[src/design/cache_cfg_pkg.sv]
package cache_cfg_pkg;

    // cache geometry
    localparam int ADDR_WIDTH     = 32;
    localparam int WORD_WIDTH     = 32;
    localparam int WORDS_PER_LINE = 8;
    localparam int OFFSET_WIDTH   = 5;
    localparam int INDEX_WIDTH    = 7;
    localparam int TAG_WIDTH      = 20;
    localparam int NUM_WAYS       = 2;
    localparam int NUM_SETS       = 1 << INDEX_WIDTH;

    // byte address and data word
    typedef logic [ADDR_WIDTH-1:0] addr_t;
    typedef logic [WORD_WIDTH-1:0] word_t;
    typedef logic [WORD_WIDTH/8-1:0] strb_t;

    // address fields
    typedef logic [TAG_WIDTH-1:0] tag_t;
    typedef logic [INDEX_WIDTH-1:0] index_t;
    typedef logic [$clog2(WORDS_PER_LINE)-1:0] word_sel_t;

    typedef logic [$clog2(NUM_WAYS)-1:0] way_t;

    // one full line, word 0 in the low bits
    typedef word_t [WORDS_PER_LINE-1:0] line_t;

endpackage

[src/design/cache_ctrl_pkg.sv]
package cache_ctrl_pkg;

    // controller states
    typedef enum logic [2:0] {
        ST_IDLE,
        ST_LOOKUP,
        ST_COMPARE,
        ST_WRITEBACK,
        ST_REFILL_REQ,
        ST_REFILL
    } ctrl_state_t;

    // index of the final beat of a line burst
    localparam cache_cfg_pkg::word_sel_t BURST_LAST =
        cache_cfg_pkg::word_sel_t'(cache_cfg_pkg::WORDS_PER_LINE - 1);

endpackage

[src/design/beat_counter.sv]
`timescale 1ns/1ps

module beat_counter (
    input  logic                     clk,
    input  logic                     arst_n,
    input  logic                     clear,
    input  logic                     step,
    output cache_cfg_pkg::word_sel_t beat,
    output logic                     last
);
    import cache_ctrl_pkg::*;

    always_ff @(posedge clk or negedge arst_n) begin
        if (!arst_n) begin
            beat <= '0;
        end else if (clear) begin
            beat <= '0;
        end else if (step) begin
            beat <= beat + 1'b1;
        end
    end

    assign last = (beat == BURST_LAST);

    // a burst ends on its last step, the next one starts after a clear
    assert property (@(posedge clk) disable iff (!arst_n)
        last && step && !clear |=> !step || clear);

endmodule

[config.mk]
export PLATFORM = sky130hd
export DESIGN_NAME = beat_counter
export DESIGN_NICKNAME = d
export VERILOG_FILES = /design/src/design/cache_cfg_pkg.sv /design/src/design/cache_ctrl_pkg.sv /design/src/design/beat_counter.sv
export SDC_FILE = /design/constraint.sdc
export NUM_CORES = 1
export LEC_CHECK = 0
export CORE_AREA = 2 2 39 41
export CTS_BUF_LIST = sky130_fd_sc_hd__clkbuf_2 sky130_fd_sc_hd__clkbuf_4 sky130_fd_sc_hd__clkbuf_8
export CTS_CLUSTER_DIAMETER = 150
export DETAILED_ROUTE_END_ITERATION = 8
export DIE_AREA = 0 0 41 43
export DONT_BUFFER_PORTS = 1
export HOLD_SLACK_MARGIN = 0.1
export SLEW_MARGIN = 20
export SYNTH_ARGS = -nofsm -noshare
export SYNTH_HDL_FRONTEND = slang
export SYNTH_SLANG_ARGS = --single-unit
[constraint.sdc]
create_clock -name clk -period 2.6 [get_ports clk]
set_clock_uncertainty 0.2 [all_clocks]
set_input_delay 0.39 -clock clk [delete_from_list [all_inputs] [get_ports clk]]
set_output_delay 0.39 -clock clk [all_outputs]
set_load 0.01 [all_outputs]
## Yosys cells after proc, flatten, opt, wreduce, memory -nomap -nowiden

Index checks and enable logic that the tools add are counted.

- $add $sub $neg: 1
- Div/mod/pow operators: 0
- Magnitude comparators: 0
- Muxes and demuxes: 2
- Equal/unequal tests: 1
- Bitwise logic cells: 0
- Multiply operators: 0
- Shifts and indexed selects: 0
- Reductions and logical operators: 1

Operator list:

| kind | number |
|---|---|
| two-way mux 3 bit | 2 |
| adder 3 x 1 -> 3 bit, second input constant | 1 |
| == test 3 bit, second input constant | 1 |
| nonzero test 2 bit | 1 |

- Memories kept: 0
- Logic and storage cells: 6
- Memory bits (read-only): 0
- Input bits: 4
- Latch bits: 0
- Bits in registers: 3
- Bits in writable memories: 0

## Logic depth before layout (Yosys ltp)

- Word-level depth: 3
- Mapped depth: 4

## Worst setup path before layout

OpenSTA, ideal clock, no wires.

- Kind: register -> output
- From: register beat[0]
- To: output port last
- Buffers on the path: 0
- Slack: 1180 ps
- Data required time: 2010 ps
- Data arrival time: 830 ps
- Stages on the path, launching flop included: 3
- Cell sequence: dfrtp_1 -> ha_1 -> ha_1

- Cells in the longest elaborated chain, start to end: 1

RTL lines:

| what | RTL line | source |
|---|---|---|
| from (decl) | beat_counter.sv:8 | `output cache_cfg_pkg::word_sel_t beat,` |
| from (signal assigned) | beat_counter.sv:19 | `beat <= beat + 1'b1;` |
| == test 3 bit | beat_counter.sv:23 | `assign last = (beat == BURST_LAST);` |
| to (decl) | beat_counter.sv:9 | `output logic last` |

Every way passes these cells.

## Worst setup path in the final report

Ends and elaborated chain as after synthesis.

==> results by group <==
Min path
  – Hold path startpoint: step
  – Hold Crit Depth: 2
  – Hold Path Sink: beat[0]
  – Min-delay worst type: input port to register

Drt
  – Detailed-route DRC error count: 0
  – Routed WL per cell: 9.606 microns
  – Post-route ant nets: 0
  – Via Count: 108
  – First-iteration detailed-routing DRC count: 1
  – Final wirelength: 317 microns
  – First drt pass iteration count: 2
  – Vias/cell: 3.273

Synthesis
  – Post-synth top area cell: dfrtp_1
  – Top post-synthesis cells by area: dfrtp_1 (54%), ha_1 (18%), mux2i_1 (14%)
  – Synth top area share: 53.57%
  – Mapped Area: 140.1 sq um
  – Synth Instances: 11
  – Post-synth top cells: dfrtp_1 (3), nor2_1 (3), ha_1 (2), mux2i_1 (2), xnor2_1 (1)
  – Register area share after synthesis: about 54%
  – Syn avg cell area: about 13 sq um
  – Yosys warns: 0
  – Number of synthesized flops with an enable pin: 0
  – Unique masters post-synth: 5
  – Top FF cell, synth: dfrtp_1
  – Post-Syn Nets: 17
  – Yosys reg bits: 3
  – FFs w/ async S/R, synth: 100.0%

Placement
  – Buffers on Ports: 0
  – Routability Congestion: around 0.45

Job
  – Max Cap Viol: 0

Clock network
  – # Post-CTS Setup Buffers: 0
  – CTS buffer count: 3
  – Worst skew pair latency: 230 ps
  – CTS tree: yes
  – Reg clk slew, reported paths: 40 ps
  – H-tree depth: 1
  – CTS root buffer: clkbuf_4
  – TritonCTS Sinks: 3
  – Clock tree buffer depth: 2
  – Post-CTS Hold Fix Bufs: 2
  – # resized after CTS: 0

STA
  – Setup TNS: 0 ps
  – Rel. slew slack: 87.28%
  – Hold WS: between 100 and 150 ps
  – Final setup fails: 0
  – Slew @ Worst Pin: 190.7 ps
  – Period utilization: 65.02%
  – Crit path time final: 1691 ps
  – Fmax: ~0.6 GHz
  – Final count of hold timing violations: 0
  – Pins over their slew limit: 0
  – RSZ-0062 raised after global routing: no

Global route
  – Global-route wire length before repair: 420 microns
  – Antenna violations before repair: 0
  – Gr usage total: 4.995%
  – Largest net degree at the start of global routing: 4
  – GRT overflow: 0
  – Number of global-route vias before repair: 130

Critical path
  – FF-to-FF setup slack: 1160 ps
  – Crit path max fanout: 3
  – CP startpoint kind: register
  – Worst EP required: approximately 2000 ps
  – Crit. End Element: primary output
  – End of the worst register-to-register path: beat[2]
  – Arr. time, crit path: 1100 ps
  – R2R cell count: 4
  – Setup CP Type: register to primary output
  – FF-to-FF Start: beat[0]

Cells and area
  – Antenna diodes: 0
  – Area grow syn2layout: 50.00%
  – Post-layout util: 15.19%
  – Max reg flops: 3
  – Largest Register: beat
  – Layout Nets: 24
  – Fraction of layout cells with a size suffix above 1: between 20% and 30%
  – Biggest regs: beat x3

Floorplan
  – Die width: slightly above 40 microns
  – Die area: 1763 sq um
  – Initial core utilization: 10.13%
  – Core Region: 1384 sq um
  – Die height: roughly 43 microns
  – Rows: 14
  – I/O pins: 8

Outcome
  – Status: completed

Pwr
  – Static leakage: between 0.1 and 0.15 nW
  – PD cells: around 750 nW/um^2
  – Peak VDD IR: 61.64 uV
-- placed cells by master (no fill, tap or decap) --
master,instances
clkbuf_4,4
nor2_1,3
dfrtp_1,3
mux2i_1,2
ha_1,2
dlygate4sd3_1,2
xnor2_1,1
-- where the power goes --
group / internal [mW] / switching (mW) / total, mW
registers: 0.0502 / 0.00506 / 0.0552
logic: 0.00692 / 0.00507 / 0.0120
clock network: 0.0679 / 0.0232 / 0.0911
-- stage by stage --
| step | power, mW | instances | setup WS [ps] | instance area (sq um) |
|---|---|---|---|---|
| finish | 0.1583 | 33 | 909.5 | 210.2 |
| global route | 0.1675 | 33 | 847.0 | 210.2 |
| CTS | 0.1600 | 33 | 905.9 | 210.2 |
| detailed placement | 0.06429 | 27 | 1153 | 160.2 |
| global placement | 0.06296 | 27 | 1159 | 160.2 |
| floorplan | 0.06200 | 11 | 1180 | 140.1 |
-- worst max-delay path by stage --
stage	start	end	slack, ps	cells past startpoint
6_report	beat[0]	last	910	2
5_1_grt	beat[0]	last	850	2
4_1_cts	beat[0]	last	910	2
3_5_place_dp	beat[0]	last	1150	2
3_3_place_gp	beat[0]	last	1160	2
2_1_floorplan	beat[0]	last	1180	2
-- logic make-up (layout without fill, tap and decap cells) --
logic type	count (synthesis)	count (layout)	synth area share, %
adder cells (fa/ha/maj)	2	2	17.85
XOR/XNOR	1	1	6.251
buffers and inverters	0	6	0
AND/OR/NAND/NOR	3	3	8.035
multiplexers	2	2	14.29
flip-flops	3	3	53.57
-- cell type report --
cell class / instances / area [sq um]
fill: 149 / 1174
sequential: 3 / 75.07
multi-input combinational: 8 / 65.06
clock buffer: 4 / 30.03
timing repair buffer: 2 / 20.02
tap: 16 / 20.02
-- per-layer routing --
metal | vias up | part of all wire (%) | global-route usage [%]
li1 | 49 | - | -
met1 | 51 | 22 | 0.6329
met2 | 8 | 55 | 7.813
met3 | 0 | 23 | 7.330
met4 | 0 | 0 | 6.000
met5 | - | 0 | 0
-- critical path, stage by stage, from the launching register on --
cell and delay (ps):
dfrtp_1 430, ha_1 220, ha_1 210
Power figures use the tool's default switching activity.
