**src/design/cache_cfg_pkg.sv**
```systemverilog
package cache_cfg_pkg;

    // cache geometry
    localparam int ADDR_WIDTH     = 32;
    localparam int WORD_WIDTH     = 32;
    localparam int WORDS_PER_LINE = 8;
    localparam int OFFSET_WIDTH   = 5;
    localparam int INDEX_WIDTH    = 7;
    localparam int TAG_WIDTH      = 20;
    localparam int NUM_WAYS       = 2;
    localparam int NUM_SETS       = 1 << INDEX_WIDTH;

    // byte address and data word
    typedef logic [ADDR_WIDTH-1:0] addr_t;
    typedef logic [WORD_WIDTH-1:0] word_t;
    typedef logic [WORD_WIDTH/8-1:0] strb_t;

    // address fields
    typedef logic [TAG_WIDTH-1:0] tag_t;
    typedef logic [INDEX_WIDTH-1:0] index_t;
    typedef logic [$clog2(WORDS_PER_LINE)-1:0] word_sel_t;

    typedef logic [$clog2(NUM_WAYS)-1:0] way_t;

    // one full line, word 0 in the low bits
    typedef word_t [WORDS_PER_LINE-1:0] line_t;

endpackage

```
**src/design/cache_ctrl_pkg.sv**
```systemverilog
package cache_ctrl_pkg;

    // controller states
    typedef enum logic [2:0] {
        ST_IDLE,
        ST_LOOKUP,
        ST_COMPARE,
        ST_WRITEBACK,
        ST_REFILL_REQ,
        ST_REFILL
    } ctrl_state_t;

    // index of the final beat of a line burst
    localparam cache_cfg_pkg::word_sel_t BURST_LAST =
        cache_cfg_pkg::word_sel_t'(cache_cfg_pkg::WORDS_PER_LINE - 1);

endpackage

```
**src/design/cache_array_if.sv**
```systemverilog
`timescale 1ns/1ps

interface cache_array_if;
    import cache_cfg_pkg::*;

    // request side
    index_t    index;
    tag_t      tag;
    word_sel_t word_sel;

    // store and refill writes
    logic      store_we;
    word_t     store_data;
    strb_t     store_strb;
    logic      refill_we;
    word_t     refill_word;
    logic      fill_done;
    logic      fill_dirty;
    word_sel_t wb_word_sel;

    // lookup results
    logic      hit;
    word_t     load_word;
    way_t      victim_way;
    logic      victim_dirty;
    tag_t      victim_tag;
    word_t     victim_word;

    modport ctrl (
        output index, tag, word_sel,
        output store_we, store_data, store_strb,
        output refill_we, fill_done, fill_dirty, wb_word_sel,
        input  hit, victim_way, victim_dirty, victim_tag
    );

    modport arrays (
        input  index, tag, word_sel,
        input  store_we, store_data, store_strb,
        input  refill_we, refill_word, fill_done, fill_dirty, wb_word_sel,
        output hit, load_word, victim_way, victim_dirty, victim_tag, victim_word
    );

endinterface

```
**src/design/dcache_ctrl.sv**
```systemverilog
`timescale 1ns/1ps

module dcache_ctrl (
    input  logic                     clk,
    input  logic                     arst_n,
    input  logic                     req,
    input  logic                     we,
    input  cache_cfg_pkg::addr_t     addr,
    input  cache_cfg_pkg::word_t     wdata,
    input  cache_cfg_pkg::strb_t     wstrb,
    output logic                     ready,
    output logic                     resp_valid,
    output logic                     mem_rd_req,
    output logic                     mem_wvalid,
    output cache_cfg_pkg::addr_t     mem_rd_addr,
    output cache_cfg_pkg::addr_t     mem_wr_addr,
    input  logic                     mem_rvalid,
    input  cache_cfg_pkg::word_sel_t beat,
    input  logic                     last,
    output logic                     cnt_clear,
    output logic                     cnt_step,
    cache_array_if.ctrl              cif
);
    import cache_cfg_pkg::*;
    import cache_ctrl_pkg::*;

    ctrl_state_t state;
    ctrl_state_t state_next;

    addr_t     req_addr_q;
    logic      req_we_q;
    word_t     req_wdata_q;
    strb_t     req_strb_q;

    tag_t      req_tag;
    index_t    req_index;
    word_sel_t req_word;

    logic      wb_issue;
    logic      wb_issued_q;
    logic      wb_valid_q;

    assign req_tag   = req_addr_q[ADDR_WIDTH-1 -: TAG_WIDTH];
    assign req_index = req_addr_q[OFFSET_WIDTH +: INDEX_WIDTH];
    assign req_word  = req_addr_q[OFFSET_WIDTH-1:2];

    always_ff @(posedge clk or negedge arst_n) begin
        if (!arst_n) begin
            state       <= ST_IDLE;
            req_addr_q  <= '0;
            req_we_q    <= 1'b0;
            wb_issued_q <= 1'b0;
            wb_valid_q  <= 1'b0;
        end else begin
            state <= state_next;
            if (ready && req) begin
                req_addr_q <= addr;
                req_we_q   <= we;
            end
            // word read in one cycle goes out on the bus in the next
            wb_valid_q <= wb_issue;
            if (state != ST_WRITEBACK) begin
                wb_issued_q <= 1'b0;
            end else if (wb_issue && last) begin
                wb_issued_q <= 1'b1;
            end
        end
    end

    always_ff @(posedge clk) begin
        if (ready && req) begin
            req_wdata_q <= wdata;
            req_strb_q  <= wstrb;
        end
    end

    always_comb begin
        state_next = state;
        case (state)
            ST_IDLE: begin
                if (req) begin
                    state_next = ST_LOOKUP;
                end
            end
            ST_LOOKUP: begin
                state_next = ST_COMPARE;
            end
            ST_COMPARE: begin
                if (cif.hit) begin
                    state_next = ST_IDLE;
                end else if (cif.victim_dirty) begin
                    state_next = ST_WRITEBACK;
                end else begin
                    state_next = ST_REFILL_REQ;
                end
            end
            ST_WRITEBACK: begin
                if (wb_issued_q) begin
                    state_next = ST_REFILL_REQ;
                end
            end
            ST_REFILL_REQ: begin
                state_next = ST_REFILL;
            end
            ST_REFILL: begin
                // back to lookup so the retried access hits
                if (mem_rvalid && last) begin
                    state_next = ST_LOOKUP;
                end
            end
            default: begin
                state_next = ST_IDLE;
            end
        endcase
    end

    assign ready       = (state == ST_IDLE);
    assign resp_valid  = (state == ST_COMPARE) && cif.hit;
    assign wb_issue    = (state == ST_WRITEBACK) && !wb_issued_q;
    assign mem_wvalid  = wb_valid_q;
    assign mem_rd_req  = (state == ST_REFILL);
    assign mem_rd_addr = {req_tag, req_index, {OFFSET_WIDTH{1'b0}}};
    assign mem_wr_addr = {cif.victim_tag, req_index, {OFFSET_WIDTH{1'b0}}};

    assign cnt_clear = ((state == ST_COMPARE) && !cif.hit) || (state == ST_REFILL_REQ);
    assign cnt_step  = wb_issue || (mem_rd_req && mem_rvalid);

    assign cif.index       = req_index;
    assign cif.tag         = req_tag;
    assign cif.word_sel    = (state == ST_REFILL) ? beat : req_word;
    assign cif.wb_word_sel = beat;
    // every hit goes through the store port; loads carry no strobes
    assign cif.store_we    = resp_valid;
    assign cif.store_data  = req_wdata_q;
    assign cif.store_strb  = req_we_q ? req_strb_q : '0;
    assign cif.refill_we   = mem_rd_req && mem_rvalid;
    assign cif.fill_done   = cif.refill_we && last;
    assign cif.fill_dirty  = req_we_q;

    // refill and writeback never share the memory side
    assert property (@(posedge clk) disable iff (!arst_n) !(mem_rd_req && mem_wvalid));

    // victim chosen at compare holds until the fill lands
    assert property (@(posedge clk) disable iff (!arst_n)
        state inside {ST_WRITEBACK, ST_REFILL_REQ, ST_REFILL} |=> $stable(cif.victim_way));

endmodule

```
**src/flat_wrapper.sv**
```systemverilog
// flat-port wrapper written by rule: the top's interface ports become plain ports
module dcache_ctrl_flat import cache_cfg_pkg::*; import cache_ctrl_pkg::*;
  (clk, arst_n, req, we, addr, wdata, wstrb, ready, resp_valid, mem_rd_req, mem_wvalid, mem_rd_addr, mem_wr_addr, mem_rvalid, beat, last, cnt_clear, cnt_step, cif_index, cif_tag, cif_word_sel, cif_store_we, cif_store_data, cif_store_strb, cif_refill_we, cif_fill_done, cif_fill_dirty, cif_wb_word_sel, cif_hit, cif_victim_way, cif_victim_dirty, cif_victim_tag);
  cache_array_if cif_i ();
  input  logic clk;
  input  logic arst_n;
  input  logic req;
  input  logic we;
  input  cache_cfg_pkg::addr_t addr;
  input  cache_cfg_pkg::word_t wdata;
  input  cache_cfg_pkg::strb_t wstrb;
  output logic ready;
  output logic resp_valid;
  output logic mem_rd_req;
  output logic mem_wvalid;
  output cache_cfg_pkg::addr_t mem_rd_addr;
  output cache_cfg_pkg::addr_t mem_wr_addr;
  input  logic mem_rvalid;
  input  cache_cfg_pkg::word_sel_t beat;
  input  logic last;
  output logic cnt_clear;
  output logic cnt_step;
  output wire logic [$bits(cif_i.index)-1:0] cif_index;
  output wire logic [$bits(cif_i.tag)-1:0] cif_tag;
  output wire logic [$bits(cif_i.word_sel)-1:0] cif_word_sel;
  output wire logic [$bits(cif_i.store_we)-1:0] cif_store_we;
  output wire logic [$bits(cif_i.store_data)-1:0] cif_store_data;
  output wire logic [$bits(cif_i.store_strb)-1:0] cif_store_strb;
  output wire logic [$bits(cif_i.refill_we)-1:0] cif_refill_we;
  output wire logic [$bits(cif_i.fill_done)-1:0] cif_fill_done;
  output wire logic [$bits(cif_i.fill_dirty)-1:0] cif_fill_dirty;
  output wire logic [$bits(cif_i.wb_word_sel)-1:0] cif_wb_word_sel;
  input wire logic [$bits(cif_i.hit)-1:0] cif_hit;
  input wire logic [$bits(cif_i.victim_way)-1:0] cif_victim_way;
  input wire logic [$bits(cif_i.victim_dirty)-1:0] cif_victim_dirty;
  input wire logic [$bits(cif_i.victim_tag)-1:0] cif_victim_tag;
  assign cif_index = cif_i.index;
  assign cif_tag = cif_i.tag;
  assign cif_word_sel = cif_i.word_sel;
  assign cif_store_we = cif_i.store_we;
  assign cif_store_data = cif_i.store_data;
  assign cif_store_strb = cif_i.store_strb;
  assign cif_refill_we = cif_i.refill_we;
  assign cif_fill_done = cif_i.fill_done;
  assign cif_fill_dirty = cif_i.fill_dirty;
  assign cif_wb_word_sel = cif_i.wb_word_sel;
  assign cif_i.hit = cif_hit;
  assign cif_i.victim_way = cif_victim_way;
  assign cif_i.victim_dirty = cif_victim_dirty;
  assign cif_i.victim_tag = cif_victim_tag;
  dcache_ctrl u_core (.clk(clk), .arst_n(arst_n), .req(req), .we(we), .addr(addr), .wdata(wdata), .wstrb(wstrb), .ready(ready), .resp_valid(resp_valid), .mem_rd_req(mem_rd_req), .mem_wvalid(mem_wvalid), .mem_rd_addr(mem_rd_addr), .mem_wr_addr(mem_wr_addr), .mem_rvalid(mem_rvalid), .beat(beat), .last(last), .cnt_clear(cnt_clear), .cnt_step(cnt_step), .cif(cif_i));
endmodule
```
**config.mk**
```make
export PLATFORM = sky130hd
export DESIGN_NAME = dcache_ctrl_flat
export DESIGN_NICKNAME = d
export VERILOG_FILES = /design/src/design/cache_cfg_pkg.sv /design/src/design/cache_ctrl_pkg.sv /design/src/design/cache_array_if.sv /design/src/design/dcache_ctrl.sv /design/src/flat_wrapper.sv
export SDC_FILE = /design/constraint.sdc
export NUM_CORES = 1
export LEC_CHECK = 0
export BUFFER_PORTS_ARGS = -buffer_cell sky130_fd_sc_hd__buf_4
export CAP_MARGIN = 25
export CORE_AREA = 2 2 96 98
export CTS_CLUSTER_DIAMETER = 40
export CTS_CLUSTER_SIZE = 28
export DETAILED_ROUTE_END_ITERATION = 6
export DIE_AREA = 0 0 98 100
export GPL_ROUTABILITY_DRIVEN = 0
export PLACE_DENSITY = 0.89
export SYNTH_ARGS = -nofsm -noshare
export SYNTH_HDL_FRONTEND = slang
export SYNTH_SLANG_ARGS = --single-unit
```
**constraint.sdc**
```tcl
create_clock -name clk -period 2.3 [get_ports clk]
set_clock_uncertainty 0.2 [all_clocks]
set_input_delay 0.345 -clock clk [delete_from_list [all_inputs] [get_ports clk]]
set_output_delay 0.345 -clock clk [all_outputs]
set_load 0.005 [all_outputs]
```
; Yosys cells after proc, flatten, opt, wreduce, memory -nomap -nowiden
; Cells that the tools add are included.
[word_totals]
elab_cells = 41
in_bits = 100
out_inout_bits = 143
regBits = 74
[classes]
reduce_logical = 15
n_eq_ne = 9
n_mux = 10
[op_table]
columns = cell, count
row1 = $mux 3, 6
row2 = $pmux 3 s6, 1
row3 = $logic_and 1x1->1, 8
row4 = $eq 3x2->1 const B, 2
row5 = $eq 3x3->1 const B, 2
row6 = $mux 4, 1
row7 = $ne 2x2->1 const B, 2
row8 = $eq 3x1->1 const B, 1
row9 = $logic_not 3->1, 1
row10 = $ne 3x2->1 const B, 1
row11 = $reduce_and 3->1, 1
row12 = $logic_not 1->1, 2
row13 = $logic_or 1x1->1, 2
row14 = $mux 1, 2
row15 = $ne 2x1->1 const B, 1
row16 = $reduce_bool 2->1, 1

; Logic depth before layout (Yosys ltp)
[depth]
ltp_word = 5
mapped_depth = 6
mapped_depth_nobuf = 3

; Least setup slack after synthesis
; OpenSTA, ideal clock, no wires.
[synth_path]
kind = register to register
start = reg u_core.state[0]
end = reg u_core.req_addr_q[16]
period_less_slack_ns = 1.821
n_path_buf = 3
arrival_ns = 1.496
stages_incl_launch_ff = 7
setup_time_ns = 0.125
required_ns = 1.975
path_slack_ns = 0.479
path_cell_list = dfrtp_1 buf_6 nor3_4 and2_4 buf_6 buf_12 mux2_4
[synth_via]
elab_chain_cells = 2
[synth_lines]
columns = item, line
row1 = start: declaration, dcache_ctrl.sv:27  ; ctrl_state_t state;
row2 = start signal: assignment, dcache_ctrl.sv:55  ; state <= state_next;
row3 = $logic_not 3->1, dcache_ctrl.sv:117  ; assign ready = (state == ST_IDLE);
row4 = named net ready, flat_wrapper.sv:12  ; output logic ready;
row5 = $logic_and 1x1->1, dcache_ctrl.sv:56  ; if (ready && req) begin
row6 = end signal: assignment, dcache_ctrl.sv:57  ; req_addr_q <= addr;
row7 = end: declaration, dcache_ctrl.sv:30  ; addr_t req_addr_q;
; The timed path passes the listed nets, and every way through them passes these cells.
; A chain may end at the register's enable or synchronous reset.

; Worst setup path in the final report
[layout_path]
start = reg u_core.state[1]
end = out cif_word_sel[1]
[layout_via]
elab_chain_cells = 2
[layout_lines]
columns = item, line
row1 = $eq 3x3->1, dcache_ctrl.sv:130  ; assign cif.word_sel = (state == ST_REFILL) ? beat : req_word;
row2 = $mux 3, dcache_ctrl.sv:130
row3 = end: declaration, flat_wrapper.sv:25  ; output wire logic [$bits(cif_i.word_sel)-1:0] cif_word_sel;
; Every way passes these cells.

==> results_dict.tcl <==
set metrics [dict create \
    seq_area_frac_synth 0.5696 \
    synth_common_cells "buf_4, dfrtp_1, edfxtp_1" \
    n_fill_cell 680 \
    r2r-start "u_core.state[0]$_DFFE_PN0P_" \
    drt-total-wl_um 7720 \
    drc 0 \
    antenna_found_initial 0 \
    hold_class "in -> reg" \
    fmax_mhz 452.9 \
    initialDrtViolationCount 33 \
    hold_start "addr[17]" \
    min_period_ps 2208 \
    synth_most_common_cell "buf_4" \
    outcome "completed" \
    grt_pass1_vias 2243 \
    cts_inserted_buffers 9 \
    final_core_util 0.5530 \
    grtUsageTotal 0.1487 \
    place_ws_ps 334.5 \
    clk_latency_ps 340 \
    drv_cap 0 \
    overflow 0 \
    ir_worst_vdd_mv 0.5539 \
    drive_gt1_frac 0.6203 \
    crit_type "reg -> out" \
    endpoint "cif_word_sel[1]" \
    design.core.area_sq_um 8890 \
    startpoint "u_core.state[1]$_DFFE_PN0P_" \
    r2r_end "u_core.req_addr_q[16]$_DFFE_PN0P_" \
    worst_slack_ps 91.79 \
    crit_fanout 8 \
    cts_tree "yes" \
    syn_to_final_growth_pct 41.28 \
    placement_rows 35 \
    slew_viol_final 0 \
    ios 243 \
    ys.flop_type "edfxtp_1" \
    cts.sinks 72 \
    synthTopCellsByArea "edfxtp_1, dfrtp_1, buf_4" \
    placed_area_sq_um 4312 \
    dr_total_vias 2236 \
    fin_nets 490 \
    start_util 0.3914 \
    critPathLaunchType "register" \
    chipWidth_um 98 \
    avgSynthCellArea_sq_um 14.50 \
    place_hpwl_um 5225 \
    async_flop_share 0.5000 \
    synth_top_area_cell "edfxtp_1" \
    setup_viol 0 \
    rr_worst_depth 4 \
    post_cts_buffers 0 \
    diodes 0 \
    power_density_nw_per_um2 1135 \
    cp.arrival_ps 1660 \
    synth_edf_count 36 \
    totalPowerFinal_mw 5.580 \
    ys_types 27 \
    grt_max_degree 37 \
    critPathRequiredTime_ps 1750 \
    ys_warn_count 0 \
    die_area_sq_um 9800 \
    io_buffers 189 \
    cts_root_buf "clkbuf_8" \
    viasPerCell 4.419 \
    rrSetupSlack_ps 510 \
    dr.pass1.iters 4 \
    post-synth-top-area-fraction 0.3107 \
    synth-seq-cells 72 \
    die_height_um 100 \
    final_area_sq_um 4916 \
    tns_ps 0 \
    grt_pass1_wl_um 11410 \
    post_drt_wl_per_cell_um 15.26 \
    clock_path_buffers 2 \
    final_hold_viol_count 0 \
    htree_num_levels 3 \
    syn_area_sq_um 3480 \
    synthCells 240 \
    endpoint_kind "output port" \
    power_leakage_nw 2.311 \
    clk_pin_slew_ps 90 \
    period_share 0.9601 \
    rsz0062_at_grt "false" \
    ant_nets 0 \
]
[cells in the final DEF, fill, tap and decap left out, types with 3 or more instances in the layout]
master / synthesis / final
buf_4: 95 / 189
mux2_4: 29 / 29
dfrtp_1: 36 / 35
conb_1: 1 / 10
edfxtp_1: 36 / 36
and2b_1: 3 / 3
clkbuf_8: 0 / 9
mux2_2: 5 / 5
dlygate4sd3_1: 0 / 40
inv_6: 0 / 3
a21oi_1: 4 / 4
nor2_1: 5 / 5
and2_1: 5 / 5
[power by group]
part / internal [mW] / switching, mW / total, mW
clock: 0.512 / 0.493 / 1.00
combinational: 1.60 / 0.766 / 2.37
sequential: 1.83 / 0.375 / 2.21
total: 3.95 / 1.63 / 5.58
[cells by family (layout without fill, tap and decap cells)]
family / Yosys count / count (layout) / synth area share
simple gates: 22 / 22 / 0.04028
buf+inv: 102 / 248 / 0.2308
other cells: 1 / 10 / 0.001078
mux: 34 / 34 / 0.1413
flops: 72 / 72 / 0.5696
compound gates: 9 / 9 / 0.01690
[metal layers]
| metal | up-vias | wire, um | part of all wire | track usage |
|---|---|---|---|---|
| met4 | 0 | 96 | 0.012 | 0.05021 |
| met5 | - | 0 | 0 | 0 |
| met3 | 12 | 728 | 0.094 | 0.05780 |
| li1 | 1009 | - | - | - |
| met1 | 1064 | 3103 | 0.40 | 0.1780 |
| met2 | 151 | 3791 | 0.49 | 0.2471 |
[registers in the layout, summed over array words and instances (netlist names)]
register	count
u_core.cif.fill_dirty	1
u_core.cif.store_data	32
u_core.mem_wvalid	1
u_core.req_addr_q	30
u_core.req_strb_q	4
u_core.state	3
u_core.wb_issued_q	1
[through the flow]
step / std cells / hold slack, ps
6_report: 506 / 27.43
2_1_floorplan: 249 / -150.6
4_1_cts: 503 / 3.581
5_1_grt: 506 / 0.4417
3_3_place_gp: 450 / 135.6
3_5_place_dp: 450 / 136.6
[worst min path at each step]
| stage | endpoint | slack [ps] | cells past startpoint |
|---|---|---|---|
| 2_1_floorplan | u_core.cif.fill_dirty$_DFFE_PN0P_ | -150 | 0 |
| 3_3_place_gp | u_core.req_addr_q[6]$_DFFE_PN0P_ | 140 | 1 |
| 3_5_place_dp | u_core.req_addr_q[6]$_DFFE_PN0P_ | 140 | 1 |
| 4_1_cts | u_core.req_addr_q[28]$_DFFE_PN0P_ | 4 | 2 |
| 5_1_grt | u_core.req_addr_q[20]$_DFFE_PN0P_ | 0.4 | 2 |
| 6_report | u_core.req_addr_q[17]$_DFFE_PN0P_ | 30 | 2 |
[repair_timing]
action                                  4_1_cts  5_1_grt
endpoints found under the setup margin        3        0
resized for setup                             2        0
hold buffers                                 37        3
endpoints found under the hold margin        72        3
[layout make-up]
cell class	count	area, sq um	area share
multi-input combinational	75	729.5	0.1484
clock buffer	9	123.9	0.02520
clock inverter	7	77.57	0.01578
inverter	1	3.754	0.0007636
sequential	72	1983	0.4034
timing repair buffer	231	1859	0.3782
tap	111	138.9	0.02825
[worst max-delay path, cell delays in order (launching register included)]
cell,delay (ps)
dfrtp_1,470
and3b_2,360
mux2_2,360
buf_4,130
Power figures use the tool's default switching activity.
